$ cat src/hw/regbus_consts.svh
`ifndef REGBUS_CONSTS_SVH
`define REGBUS_CONSTS_SVH

// one 32-bit word per slot on the register bus data path
`define REGBUS_DATA_W 32

`define REGBUS_ADDR_W 8     // byte address on the AXI-Lite side

// byte offset bits dropped when turning an address into a register number
`define REGBUS_ADDR_LSB 2

`define REGBUS_REG_BITS 4   // 16 register slots of which only the first five are mapped

`define REGBUS_STRB_W 4     // one strobe per data byte

// fixed value returned by the ID register
`define REGBUS_ID_VALUE 32'h5247_0103

`endif

$ cat src/hw/regbus_pkg.sv
`default_nettype none

package regbus_pkg;

  `include "regbus_consts.svh"

  typedef enum logic [1:0] {
    OKAY   = 2'b00,
    EXOKAY = 2'b01,
    SLVERR = 2'b10,
    DECERR = 2'b11
  } axi_resp_e;

  typedef struct packed {
    logic [`REGBUS_ADDR_W-1:0] addr;
  } axil_aw_t;

  typedef struct packed {
    logic [`REGBUS_DATA_W-1:0] data;
    logic [`REGBUS_STRB_W-1:0] strb;
  } axil_w_t;

  typedef struct packed {
    logic [`REGBUS_ADDR_W-1:0] addr;
  } axil_ar_t;

  typedef struct packed {
    logic [`REGBUS_DATA_W-1:0] data;
    axi_resp_e                 resp;
  } axil_r_t;

  // register bus write qualified by wren
  typedef struct packed {
    logic [`REGBUS_REG_BITS-1:0] regno;
    logic [`REGBUS_DATA_W-1:0]   data;
    logic [`REGBUS_STRB_W-1:0]   strb;
  } reg_wr_t;

  typedef struct packed {
    logic [`REGBUS_REG_BITS-1:0] regno;  // qualified by rden
  } reg_rd_t;

  typedef enum logic [`REGBUS_REG_BITS-1:0] {
    REG_ID      = 4'd0,
    REG_SCRATCH = 4'd1,
    REG_CTRL    = 4'd2,
    REG_ISSUE   = 4'd3,
    REG_COUNT   = 4'd4
  } reg_index_e;

  typedef enum logic [1:0] {
    WR_IDLE,
    WR_ACCEPT,
    WR_RESP
  } wr_state_e;

  typedef struct packed {
    logic [`REGBUS_DATA_W-1:0] tdata;
    logic                      tlast;
  } stream_beat_t;

endpackage

`default_nettype wire

$ cat src/hw/axil_reg_subordinate.sv
`timescale 1ns/1ps
`default_nettype none

`include "regbus_consts.svh"

module axil_reg_subordinate (
  input  logic                        aximm,
  input  logic                        rst_n,
  input  regbus_pkg::axil_aw_t        aw,
  input  logic                        awvalid,
  output logic                        awready,
  input  regbus_pkg::axil_w_t         w,
  input  logic                        wvalid,
  output logic                        wready,
  output regbus_pkg::axi_resp_e       bresp,
  output logic                        bvalid,
  input  logic                        bready,
  input  regbus_pkg::axil_ar_t        ar,
  input  logic                        arvalid,
  output logic                        arready,
  output regbus_pkg::axil_r_t         r,
  output logic                        rvalid,
  input  logic                        rready,
  output logic                        wren,
  output regbus_pkg::reg_wr_t         wr,
  output logic                        rden,
  output regbus_pkg::reg_rd_t         rd,
  input  logic [`REGBUS_DATA_W-1:0]   rdata_in
);
  import regbus_pkg::*;

  localparam int REG_TOP = `REGBUS_ADDR_LSB + `REGBUS_REG_BITS;

  wr_state_e                 wr_state;
  reg_wr_t                   wr_q;
  reg_rd_t                   rd_q;
  logic [`REGBUS_DATA_W-1:0] rdata_q;
  logic                      wr_start;
  logic                      ar_take;

  // addresses above the register window land on slot 15, which nothing decodes
  function automatic logic [`REGBUS_REG_BITS-1:0] to_regno(
    input logic [`REGBUS_ADDR_W-1:0] addr
  );
    logic [`REGBUS_REG_BITS-1:0] regno;
    if (addr[`REGBUS_ADDR_W-1:REG_TOP] != '0) begin
      regno = '1;
    end else begin
      regno = addr[REG_TOP-1:`REGBUS_ADDR_LSB];
    end
    return regno;
  endfunction

  assign wr_start = (wr_state == WR_IDLE) && awvalid && wvalid;

  always_ff @(posedge aximm) begin
    if (!rst_n) begin
      wr_state <= WR_IDLE;
    end else begin
      case (wr_state)
        WR_IDLE:   if (wr_start) wr_state <= WR_ACCEPT;
        WR_ACCEPT: wr_state <= WR_RESP;  // handshake and register write in one cycle
        WR_RESP:   if (bready) wr_state <= WR_IDLE;
        default:   wr_state <= WR_IDLE;
      endcase
    end
  end

  always_ff @(posedge aximm) begin
    if (wr_start) begin
      wr_q.regno <= to_regno(aw.addr);
      wr_q.data  <= w.data;
      wr_q.strb  <= w.strb;
    end
  end

  assign awready = (wr_state == WR_ACCEPT);
  assign wready  = (wr_state == WR_ACCEPT);
  assign wren    = (wr_state == WR_ACCEPT);
  assign wr      = wr_q;
  assign bvalid  = (wr_state == WR_RESP);
  assign bresp   = OKAY;

  // a new address is only taken once the previous read data has gone out
  assign ar_take = arvalid && !rvalid && !arready;

  always_ff @(posedge aximm) begin
    if (!rst_n) begin
      arready <= 1'b0;
    end else begin
      arready <= ar_take;
    end
  end

  always_ff @(posedge aximm) begin
    if (ar_take) rd_q.regno <= to_regno(ar.addr);
  end

  assign rden = arready && arvalid;
  assign rd   = rd_q;

  always_ff @(posedge aximm) begin
    if (!rst_n) begin
      rvalid <= 1'b0;
    end else if (rden) begin
      rvalid <= 1'b1;
    end else if (rready) begin
      rvalid <= 1'b0;
    end
  end

  always_ff @(posedge aximm) begin
    if (rden) rdata_q <= rdata_in;  // register file mux is combinational
  end

  assign r.data = rdata_q;
  assign r.resp = OKAY;

  // the manager holds both valids through the accept cycle
  a_accept_valid: assert property (@(posedge aximm) disable iff (!rst_n)
    awready |-> awvalid && wvalid);

  a_rvalid_held: assert property (@(posedge aximm) disable iff (!rst_n)
    rvalid && !rready |=> rvalid && $stable(r.data));

endmodule

`default_nettype wire

$ cat src/hw/reg_file.sv
`timescale 1ns/1ps
`default_nettype none

`include "regbus_consts.svh"

module reg_file (
  input  logic                      aximm,
  input  logic                      rst_n,
  input  logic                      wren,
  input  regbus_pkg::reg_wr_t       wr,
  input  logic                      rden,
  input  regbus_pkg::reg_rd_t       rd,
  input  logic [`REGBUS_DATA_W-1:0] issue_status,
  input  logic                      issued,
  output logic [`REGBUS_DATA_W-1:0] rdata
);
  import regbus_pkg::*;

  logic [`REGBUS_DATA_W-1:0] scratch;
  logic [`REGBUS_DATA_W-1:0] ctrl;
  logic [`REGBUS_DATA_W-1:0] count;
  logic                      wr_scratch;
  logic                      wr_ctrl;

  // bytes with their strobe set take the new data, the rest keep the old value
  function automatic logic [`REGBUS_DATA_W-1:0] merge_bytes(
    input logic [`REGBUS_DATA_W-1:0] old_val,
    input reg_wr_t                   w_in
  );
    logic [`REGBUS_DATA_W-1:0] merged;
    merged = old_val;
    for (int i = 0; i < `REGBUS_STRB_W; i++) begin
      if (w_in.strb[i]) begin
        merged[i*8 +: 8] = w_in.data[i*8 +: 8];
      end
    end
    return merged;
  endfunction

  assign wr_scratch = wren && (wr.regno == REG_SCRATCH);
  assign wr_ctrl    = wren && (wr.regno == REG_CTRL);

  always_ff @(posedge aximm) begin
    if (!rst_n) begin
      scratch <= '0;
    end else if (wr_scratch) begin
      scratch <= merge_bytes(scratch, wr);
    end
  end

  always_ff @(posedge aximm) begin
    if (!rst_n) begin
      ctrl <= '0;
    end else if (wr_ctrl) begin
      ctrl <= merge_bytes(ctrl, wr);
    end
  end

  // counts beats the stream actually took and ignores bus writes to this slot
  always_ff @(posedge aximm) begin
    if (!rst_n) begin
      count <= '0;
    end else if (issued) begin
      count <= count + 1'b1;
    end
  end

  always_comb begin
    rdata = '0;
    if (rden) begin
      case (reg_index_e'(rd.regno))
        REG_ID:      rdata = `REGBUS_ID_VALUE;
        REG_SCRATCH: rdata = scratch;
        REG_CTRL:    rdata = ctrl;
        REG_ISSUE:   rdata = issue_status;  // status word lives in the stream block
        REG_COUNT:   rdata = count;
        default:     rdata = '0;
      endcase
    end
  end

endmodule

`default_nettype wire

$ cat src/hw/stream_issue.sv
`timescale 1ns/1ps
`default_nettype none

`include "regbus_consts.svh"

module stream_issue (
  input  logic                      aximm,
  input  logic                      rst_n,
  input  logic                      wren,
  input  regbus_pkg::reg_wr_t       wr,
  input  logic                      rden,
  input  regbus_pkg::reg_rd_t       rd,
  output regbus_pkg::stream_beat_t  beat,
  output logic                      tvalid,
  input  logic                      tready,
  output logic [`REGBUS_DATA_W-1:0] status,
  output logic                      issued
);
  import regbus_pkg::*;

  logic [`REGBUS_DATA_W-1:0] tdata_q;
  logic                      failed;
  logic                      slot_free;
  logic                      issue_wr;
  logic                      status_rd;

  assign slot_free = !(tvalid && !tready);  // a beat leaving this cycle frees the slot
  assign issue_wr  = wren && (wr.regno == REG_ISSUE);
  assign status_rd = rden && (rd.regno == REG_ISSUE);

  always_ff @(posedge aximm) begin
    if (!rst_n) begin
      tvalid <= 1'b0;
    end else if (issue_wr && slot_free) begin
      tvalid <= 1'b1;
    end else if (tready) begin
      tvalid <= 1'b0;
    end
  end

  always_ff @(posedge aximm) begin
    if (issue_wr && slot_free) tdata_q <= wr.data;
  end

  // a dropped write wins over a status read in the same cycle so the event is not lost
  always_ff @(posedge aximm) begin
    if (!rst_n) begin
      failed <= 1'b0;
    end else if (issue_wr && !slot_free) begin
      failed <= 1'b1;
    end else if (status_rd) begin
      failed <= 1'b0;
    end
  end

  always_ff @(posedge aximm) begin
    if (!rst_n) begin
      issued <= 1'b0;
    end else begin
      issued <= tvalid && tready;
    end
  end

  assign beat.tdata = tdata_q;
  assign beat.tlast = 1'b0;
  assign status     = {{(`REGBUS_DATA_W-2){1'b0}}, failed, slot_free};

  a_beat_stable: assert property (@(posedge aximm) disable iff (!rst_n)
    tvalid && !tready |=> tvalid && $stable(beat));

endmodule

`default_nettype wire

$ cat src/hw/regbus_top.sv
`timescale 1ns/1ps
`default_nettype none

`include "regbus_consts.svh"

module regbus_top (
  input  logic                     aximm,
  input  logic                     rst_n,
  input  regbus_pkg::axil_aw_t     aw,
  input  logic                     awvalid,
  output logic                     awready,
  input  regbus_pkg::axil_w_t      w,
  input  logic                     wvalid,
  output logic                     wready,
  output regbus_pkg::axi_resp_e    bresp,
  output logic                     bvalid,
  input  logic                     bready,
  input  regbus_pkg::axil_ar_t     ar,
  input  logic                     arvalid,
  output logic                     arready,
  output regbus_pkg::axil_r_t      r,
  output logic                     rvalid,
  input  logic                     rready,
  output regbus_pkg::stream_beat_t beat,
  output logic                     tvalid,
  input  logic                     tready
);
  import regbus_pkg::*;

  logic                      wren;
  reg_wr_t                   wr;
  logic                      rden;
  reg_rd_t                   rd;
  logic [`REGBUS_DATA_W-1:0] rdata;
  logic [`REGBUS_DATA_W-1:0] issue_status;
  logic                      issued;

  axil_reg_subordinate u_sub (
    .aximm, .rst_n,
    .aw, .awvalid, .awready,
    .w, .wvalid, .wready,
    .bresp, .bvalid, .bready,
    .ar, .arvalid, .arready,
    .r, .rvalid, .rready,
    .wren, .wr, .rden, .rd,
    .rdata_in (rdata)
  );

  reg_file u_regs (
    .aximm, .rst_n,
    .wren, .wr, .rden, .rd,
    .issue_status, .issued, .rdata
  );

  // shares the register bus with the register file and decodes only its own slot
  stream_issue u_issue (
    .aximm, .rst_n,
    .wren, .wr, .rden, .rd,
    .beat, .tvalid, .tready,
    .status (issue_status),
    .issued
  );

endmodule

`default_nettype wire

$ cat config.mk
export PLATFORM = sky130hd
export DESIGN_NAME = regbus_top
export DESIGN_NICKNAME = d
export VERILOG_FILES = /design/src/hw/regbus_pkg.sv /design/src/hw/axil_reg_subordinate.sv /design/src/hw/reg_file.sv /design/src/hw/stream_issue.sv /design/src/hw/regbus_top.sv
export VERILOG_INCLUDE_DIRS = /design/src /design/src/hw
export SDC_FILE = /design/constraint.sdc
export NUM_CORES = 1
export LEC_CHECK = 0
export ABC_AREA = 1
export BUFFER_PORTS_ARGS = -buffer_cell sky130_fd_sc_hd__buf_2
export CORE_ASPECT_RATIO = 1.1
export CORE_MARGIN = 4
export CORE_UTILIZATION = 35
export DETAILED_ROUTE_END_ITERATION = 8
export PLACE_DENSITY = 0.57
export REMOVE_ABC_BUFFERS = 1
export SYNTH_ARGS = -nofsm -noshare
export SYNTH_HDL_FRONTEND = slang
export SYNTH_SLANG_ARGS = --single-unit
$ cat constraint.sdc
create_clock -name aximm -period 3.3 [get_ports aximm]
set_input_delay 0.165 -clock aximm [delete_from_list [all_inputs] [get_ports aximm]]
set_output_delay 0.165 -clock aximm [all_outputs]
set_load 0.01 [all_outputs]
==> results of run 1 <==
metal layers:
| metal | vias up | global-route usage (%) |
|---|---|---|
| li1 | 3265 | - |
| met1 | 2989 | 21.58 |
| met3 | 18 | 2.915 |
| met2 | 149 | 26.03 |
| met4 | 0 | 3.418 |
| met5 | - | 0 |
worst max-delay path by stage:
stage / cells after the start / startpoint / end / slack (ns)
2_1_floorplan: 4 / u_sub.wr_state[0]$_SDFFE_PN0P_ / u_issue.tdata_q[0]$_DFFE_PP_ / 0.45
3_3_place_gp: 6 / u_sub.wr[39]$_SDFFCE_PP1P_ / u_regs.scratch[25]$_SDFFE_PN0P_ / 1.34
3_5_place_dp: 6 / u_sub.wr[39]$_SDFFCE_PP1P_ / u_regs.scratch[29]$_SDFFE_PN0P_ / 1.33
4_1_cts: 6 / u_sub.wr[38]$_SDFFCE_PP1P_ / u_regs.scratch[29]$_SDFFE_PN0P_ / 1.32
5_1_grt: 5 / u_sub.wr[38]$_SDFFCE_PP1P_ / u_regs.scratch[13]$_SDFFE_PN0P_ / 1.17
6_report: 6 / u_sub.wr[39]$_SDFFCE_PP1P_ / u_regs.scratch[29]$_SDFFE_PN0P_ / 1.32
state kept, by name (all words and copies together) (netlist names), 2 cells and up:
| name | cells |
|---|---|
| u_sub.wr | 40 |
| u_issue.tdata_q | 32 |
| u_regs.count | 32 |
| u_regs.ctrl | 32 |
| u_regs.scratch | 32 |
| u_sub.rdata_q | 32 |
| u_sub.rd | 4 |
| u_sub.wr_state | 2 |
stage by stage:
step	hold WS (ns)	setup WS [ns]	util [%]	power, mW
final	0.3415	1.321	45.70	5.587
after global routing	0.3634	1.174	45.70	5.798
after CTS	0.3509	1.316	45.70	5.663
after detailed placement	0.3431	1.327	39.83	3.011
after global placement	0.3420	1.339	39.83	3.008
after floorplan	0.2639	0.4525	-	2.923
cell families after synthesis:
| group | count (synthesis) | share of synthesized area [%] |
|---|---|---|
| adders and majority gates | 1 | 0.1524 |
| DFF | 211 | 64.63 |
| other | 1 | 0.04569 |
| and+or+nand+nor | 435 | 22.27 |
| xor gates and xnor gates | 1 | 0.1067 |
| AOI/OAI and AO/OA | 119 | 7.957 |
| buffers and inverters | 97 | 4.832 |
cell usage after synthesis, drive strengths merged:
master	count	area [sq um]
dfxtp	103	2062
a21oi	27	135.1
nor2	205	809.5
xor2	1	8.760
ha	1	12.51
nor4	1	6.260
clkinv	4	20.02
clkbuf	14	52.55
a211oi	1	7.510
and3	1	6.260
nand3	38	190.2
buf	13	76.32
conb	1	3.750
o21a	1	7.510
o2111ai	2	17.52
or2	1	6.260
nor3b	2	26.28
nor3	23	120.1
nand4	13	96.34
nand2	151	566.8
inv	66	247.7
o21ai	70	350.3
o211ai	18	135.1
edfxtp	108	3243
report_power, final:
part	switching, mW	internal, mW
combinational	0.0979	0.0898
sequential	0.0231	2.79
clock	1.00	1.58
total	1.12	4.46
worst min-delay path, stage by stage:
cell	delay, ns
buf_2	0.09
inv_1	0.34
nor2_1	0.20
repair_timing:
action	4_1_cts	5_1_grt
hold buffers	59	0
endpoints found under the hold margin	49	0
resized for setup	0	0
layout make-up:
cell class,count,area (sq um),share of cell area (%)
repair buffers,191,1269,12.07
inverters,70,267.8,2.547
clock buffers,32,639.4,6.082
flip-flops and latches,211,5305,50.46
multi-input cells,561,2537,24.14
well taps,300,375.4,3.571
clock inverters,9,118.9,1.131
==> metrics, run 1 <==
Worst path slowest cell=nor3b_4; Final Hold Fails=0; Synthesis Warnings=0; DR pass1 iterations=5; clk root buf=clkbuf_16; Vias=6421; Top Ports=135; Die H=168.6 um; clock sink count=211; vias per cell=4.673; WP data required=3.74 ns; core area=23000 sq um; Max Transition Viols Final=0; Synth Register Bits=211; crit-path cells=nor2_1 -> nor3b_4 -> nand3_1 -> clkinv_2 -> nor2_1 -> nor2_1; unrepaired setup endpoints after global routing=no; power density cells=531.5 nW/um^2; fmax=0.5052 GHz; Peak VDD IR=0.2915 mV; placed instance area=9164 sq um; reg-to-reg endpoint=u_regs.scratch[29]$_SDFFE_PN0P_; DR top layer=met4; ANT cells=0; most common cell after layout, fill and taps aside=nor2_1; grt ovf=0; H-tree depth=1; Setup Viol. Count Final=0; antenna violations before repair=0; Placed Cells=1274; fin crit share=59.98%; layout cells sized above 1=17.41%; worst r2r src=u_sub.wr[39]$_SDFFCE_PP1P_; Synth cell types=32; antenna-violating nets left=0; Worst Tran Pin Value=0.9811 ns; Slew HR=34.50%; # Post-CTS Setup Buffers=0; hold path cells=3; clock tree buffer depth=3; cell family with most CP delay=simple AND/OR/NAND/NOR gates; routability cong.=0.9103; Leak=3.963 nW; CP Data Arrival Time=2.42 ns; CTS tree=built; clock transition at the registers of the reported paths=0.06 ns; wire per inst=15.08 um; max cap viols=0; Initial Util=35.68%; fin nets=1119; Site Rows=58; WS Path Type=flop to flop; most used cell, CP=nor2_1; IO Port Bufs=125; Worst-Skew Late Latency=0.50 ns; R2R Setup Slk=1.32 ns; Mapped Area=8208 sq um; CP Capture Type=flop; Total Routing Usage GR=15.70%; CP Buf/Inv Count=1; area growth from synthesis to layout=28.08%; final WL=20720 um; Die Area=25970 sq um; clock buffer count from CTS=23; Worst Hold Class=primary input to flop; largest net degree at the start of global routing=82; Final Cell Area=10510 sq um; Tmin final=1.979 ns; fillers=2196; x dimension of the die=154.0 um; DRC viols=0; Hold Crit Start=rst_n; status=completed; 1st-iter DRT viols=365; met1 WL=9609 um; vias in the first global route=6397; synthesized area per cell=9.489 sq um; wire length on met3=1036 um; crit start category=flop; met2 wire length=9836 um; register area share after synthesis=64.63%; most frequent cells in the layout=nor2_1 (199), nand2_1 (151), buf_2 (125), edfxtp_1 (108), dfxtp_1 (103); final std cells w/o fill=1374; Gate Count Post-Synth=865; final setup skew=0.01029 ns; global-route wire length before repair=33210 um; crit path max fanout=9; CP max stage delay=0.45 ns; setup TNS=0 ns; hpwl dp=13010 um; R2R depth=6; Worst Hold End=u_regs.count[14]$_SDFFE_PN0P_
(Power assumes the default switching activity.)
==> run 2: changes to the inputs <==
--- a/config.mk
+++ b/config.mk
@@ -6,13 +6,13 @@
 export SDC_FILE = /design/constraint.sdc
 export NUM_CORES = 1
 export LEC_CHECK = 0
-export ABC_AREA = 1
+export ABC_AREA = 0
 export BUFFER_PORTS_ARGS = -buffer_cell sky130_fd_sc_hd__buf_2
 export CORE_ASPECT_RATIO = 1.1
 export CORE_MARGIN = 4
 export CORE_UTILIZATION = 35
 export DETAILED_ROUTE_END_ITERATION = 8
-export PLACE_DENSITY = 0.57
+export PLACE_DENSITY = 0.59
 export REMOVE_ABC_BUFFERS = 1
 export SYNTH_ARGS = -nofsm -noshare
 export SYNTH_HDL_FRONTEND = slang
==> constraint.sdc (replaced) <==
create_clock -name aximm -period 1.8 [get_ports aximm]
set_input_delay 0.09 -clock aximm [delete_from_list [all_inputs] [get_ports aximm]]
set_output_delay 0.09 -clock aximm [all_outputs]
set_load 0.01 [all_outputs]
==> run 2 against run 1 <==
Against the previous run:
- the flow now finishes with violations (negative setup slack)
- clock skew is 0.0027 ns lower
- global-route usage shrank 0.67 points
- maximum frequency down 1.2%
- combinational power up 84%
- power is 75% higher
- sequential power increased by 83%
- setup slack worse by 1.5 ns
- final area up 4.3%
- highest routed layer unchanged
==> metrics, run 2 <==
Gate Count Post-Synth=641; fin crit share=111.3%; core area=22320 sq um; combinational fraction of design power=3.5%; ANT cells=0; Slew HR=54.89%; largest net degree at the start of global routing=57; CP Capture Type=flop; Post-synth ARST share=0%; DRC viols=0; Total Routing Usage GR=15.03%; crit start category=flop; crit-path cells=ha_4 -> nand3_2 -> or4_4 -> buf_8 -> or4_1 -> a21oi_1; failing checks=negative setup slack; Synthesis Warnings=0; vias in the first global route=5898; fillers=1987; top cells by area, synth=edfxtp_1 (41%), dfxtp_1 (26%), mux2i_1 (8.5%); Placed Cells=1096; Worst-Skew Late Latency=0.50 ns; Die H=166.6 um; area of the multi-input gates=2570 sq um; Synth Register Bits=211; placed instance area=9462 sq um; Worst Hold Class=primary input to flop; Final Hold Fails=0; Tmin final=2.004 ns; Synth Area in Adders=0.1564%; routability cong.=0.7764; area growth from synthesis to layout=37.09%; clk root buf=clkbuf_16; Die Area=25350 sq um; ys flop type=edfxtp_1; max cap viols=0; Synth area leader=edfxtp_1; Synth Area in Simple Gates=12.49%; IO Port Bufs=125; final WL=19420 um; fin nets=951; DR pass1 iterations=6; Max Transition Viols Final=0; clock tree buffer depth=3; mux contribution to synthesized area=8.507%; 1st-iter DRT viols=394; Post-synth top cells=edfxtp_1 (108), dfxtp_1 (103), nor2_1 (81); CP max stage delay=0.60 ns; antenna-violating nets left=0; register area share after synthesis=66.30%; H-tree depth=1; fmax=0.4990 GHz; WS Path Type=flop to flop; x dimension of the die=152.2 um; most frequent cells in the layout=buf_2 (125), edfxtp_1 (108), dfxtp_1 (88), nor2_1 (81), mux2i_1 (68); crit path max fanout=5; Top Ports=135; global-route wire length before repair=31360 um; status=finished, violations left; Psw=2.030 mW; Mapped Area=8001 sq um; Pint=7.757 mW; cell family with most CP delay=simple AND/OR/NAND/NOR gates; power density cells=892.2 nW/um^2; post-synthesis compound-gate area fraction=7.459%; CP Buf/Inv Count=1; Worst path slowest cell=or4_4; antenna violations before repair=0; final std cells w/o fill=1201; Site Rows=57; largest family of logic cells by synthesized area=simple AND/OR/NAND/NOR gates; vias per cell=4.854; grt ovf=0; CTS tree=built; number of flops mapped to enable cells by yosys=108; synthesized area per cell=12.48 sq um; Final Cell Area=10970 sq um; Initial Util=35.84%; clock transition at the registers of the reported paths=0.06 ns; layout cells sized above 1=30.79%; wire per inst=16.17 um; Synth cell types=43; Setup Viol. Count Final=10; CP Data Arrival Time=2.43 ns; most frequent cell after synthesis=edfxtp_1; max reg flops=40; sequential power share=52.7%; most common cell after layout, fill and taps aside=buf_2; Vias=5830; xor/xnor share of the synthesized area=1.423%; clock sink count=211; Switching Fraction=20.74%; DP Worst Slack=-0.2981 ns; Register Area=5326 sq um; Worst Tran Pin Value=0.6752 ns; unrepaired setup endpoints after global routing=yes; Leak=4.647 nW; share of the synthesized area in the top cell type=40.53%; clock buffer count from CTS=23; setup TNS=-1.283 ns; fin worst setup slack=-0.2042 ns; Peak VDD IR=0.5788 mV; WP data required=2.23 ns; final setup skew=0.007638 ns; Clock Power Share=43.7%; hpwl dp=12200 um
-- run 2: changes by cell type in the layout (fill, tap and decap cells not counted), sizes merged, moves of 14 or more --
cell    before  now
nand2      151   27
nor2       205   81
mux2i        0   68
buf        132  199
o21ai       70   23
inv         65   31
nand3       38   10
a222oi       0   22
nor3        23    5
o211ai      18    0
or3          0   14
-- run 2: kinds of logic (layout without fill, tap and decap cells) --
kind of cell	Yosys count	count (layout)
muxes	68	68
and+or+nand+nor	193	193
DFF	211	211
adders and majority gates	1	1
buffers and inverters	68	329
xor gates and xnor gates	13	13
other	1	5
AOI/OAI and AO/OA	86	86
-- run 2: final cells by class --
type	instances	area share, %
flip-flops and latches	211	48.56
clock inverters	10	0.4448
multi-input cells	366	23.43
clock buffers	31	5.794
well taps	295	3.365
repair buffers	257	17.35
inverters	31	1.061
-- run 2: worst paths after layout --
check / startpoint / to / slack, ns / cells past startpoint
worst min register to register: u_issue.failed$_SDFFE_PN0P_ / u_issue.failed$_SDFFE_PN0P_ / 0.47 / 2
worst min-delay path: arvalid / u_sub.rd[3]$_SDFFCE_PP1P_ / 0.08 / 2
worst max-delay path: u_regs.count[0]$_SDFFE_PN0P_ / u_regs.count[22]$_SDFFE_PN0P_ / -0.20 / 6
worst max register to register: u_regs.count[0]$_SDFFE_PN0P_ / u_regs.count[22]$_SDFFE_PN0P_ / -0.20 / 6
-- run 2: power by group through the flow --
stage / Combinational (mW) / Sequential, mW / Clock, mW
6_report: 0.345 / 5.16 / 4.28
5_1_grt: 0.379 / 5.17 / 4.65
4_1_cts: 0.344 / 5.16 / 4.42
3_5_place_dp: 0.252 / 5.26 / 0
3_3_place_gp: 0.250 / 5.26 / 0
2_1_floorplan: 0.0877 / 5.26 / 0
-- run 2: timing repair --
item / CTS / global route
gates cloned: 1 / 0
pin swaps: 24 / 8
hold endpoints to repair: 53 / 0
resized for setup: 28 / 20
setup buffers: 5 / 0
setup endpoints to repair: 38 / 64
hold buffers: 58 / 0
-- run 2: metrics by stage --
stage	hold slack [ns]	util (%)	power, mW
3_5_place_dp	0.2681	42.39	5.517
2_1_floorplan	0.1889	-	5.349
3_3_place_gp	0.2660	42.39	5.514
5_1_grt	0.08363	49.14	10.19
4_1_cts	0.05764	48.74	9.928
6_report	0.08286	49.14	9.787
-- run 2: routing by layer --
metal / global-route usage [%] / up-vias / wire, um
li1: - / 2842 / -
met3: 2.725 / 22 / 1039
met2: 24.88 / 156 / 9250
met5: 0 / - / 0
met4: 3.753 / 0 / 317
met1: 20.55 / 2810 / 8812
-- run 2: worst reg2reg max path: cells and delay by family (launching register included) --
family,cells,cell delay (ns)
flip-flops,1,0.35
AND/OR/NAND/NOR,3,1.16
buffers and inverters,1,0.16
adder cells (fa/ha/maj),1,0.14
AO/OA/AOI/OAI,1,0.13
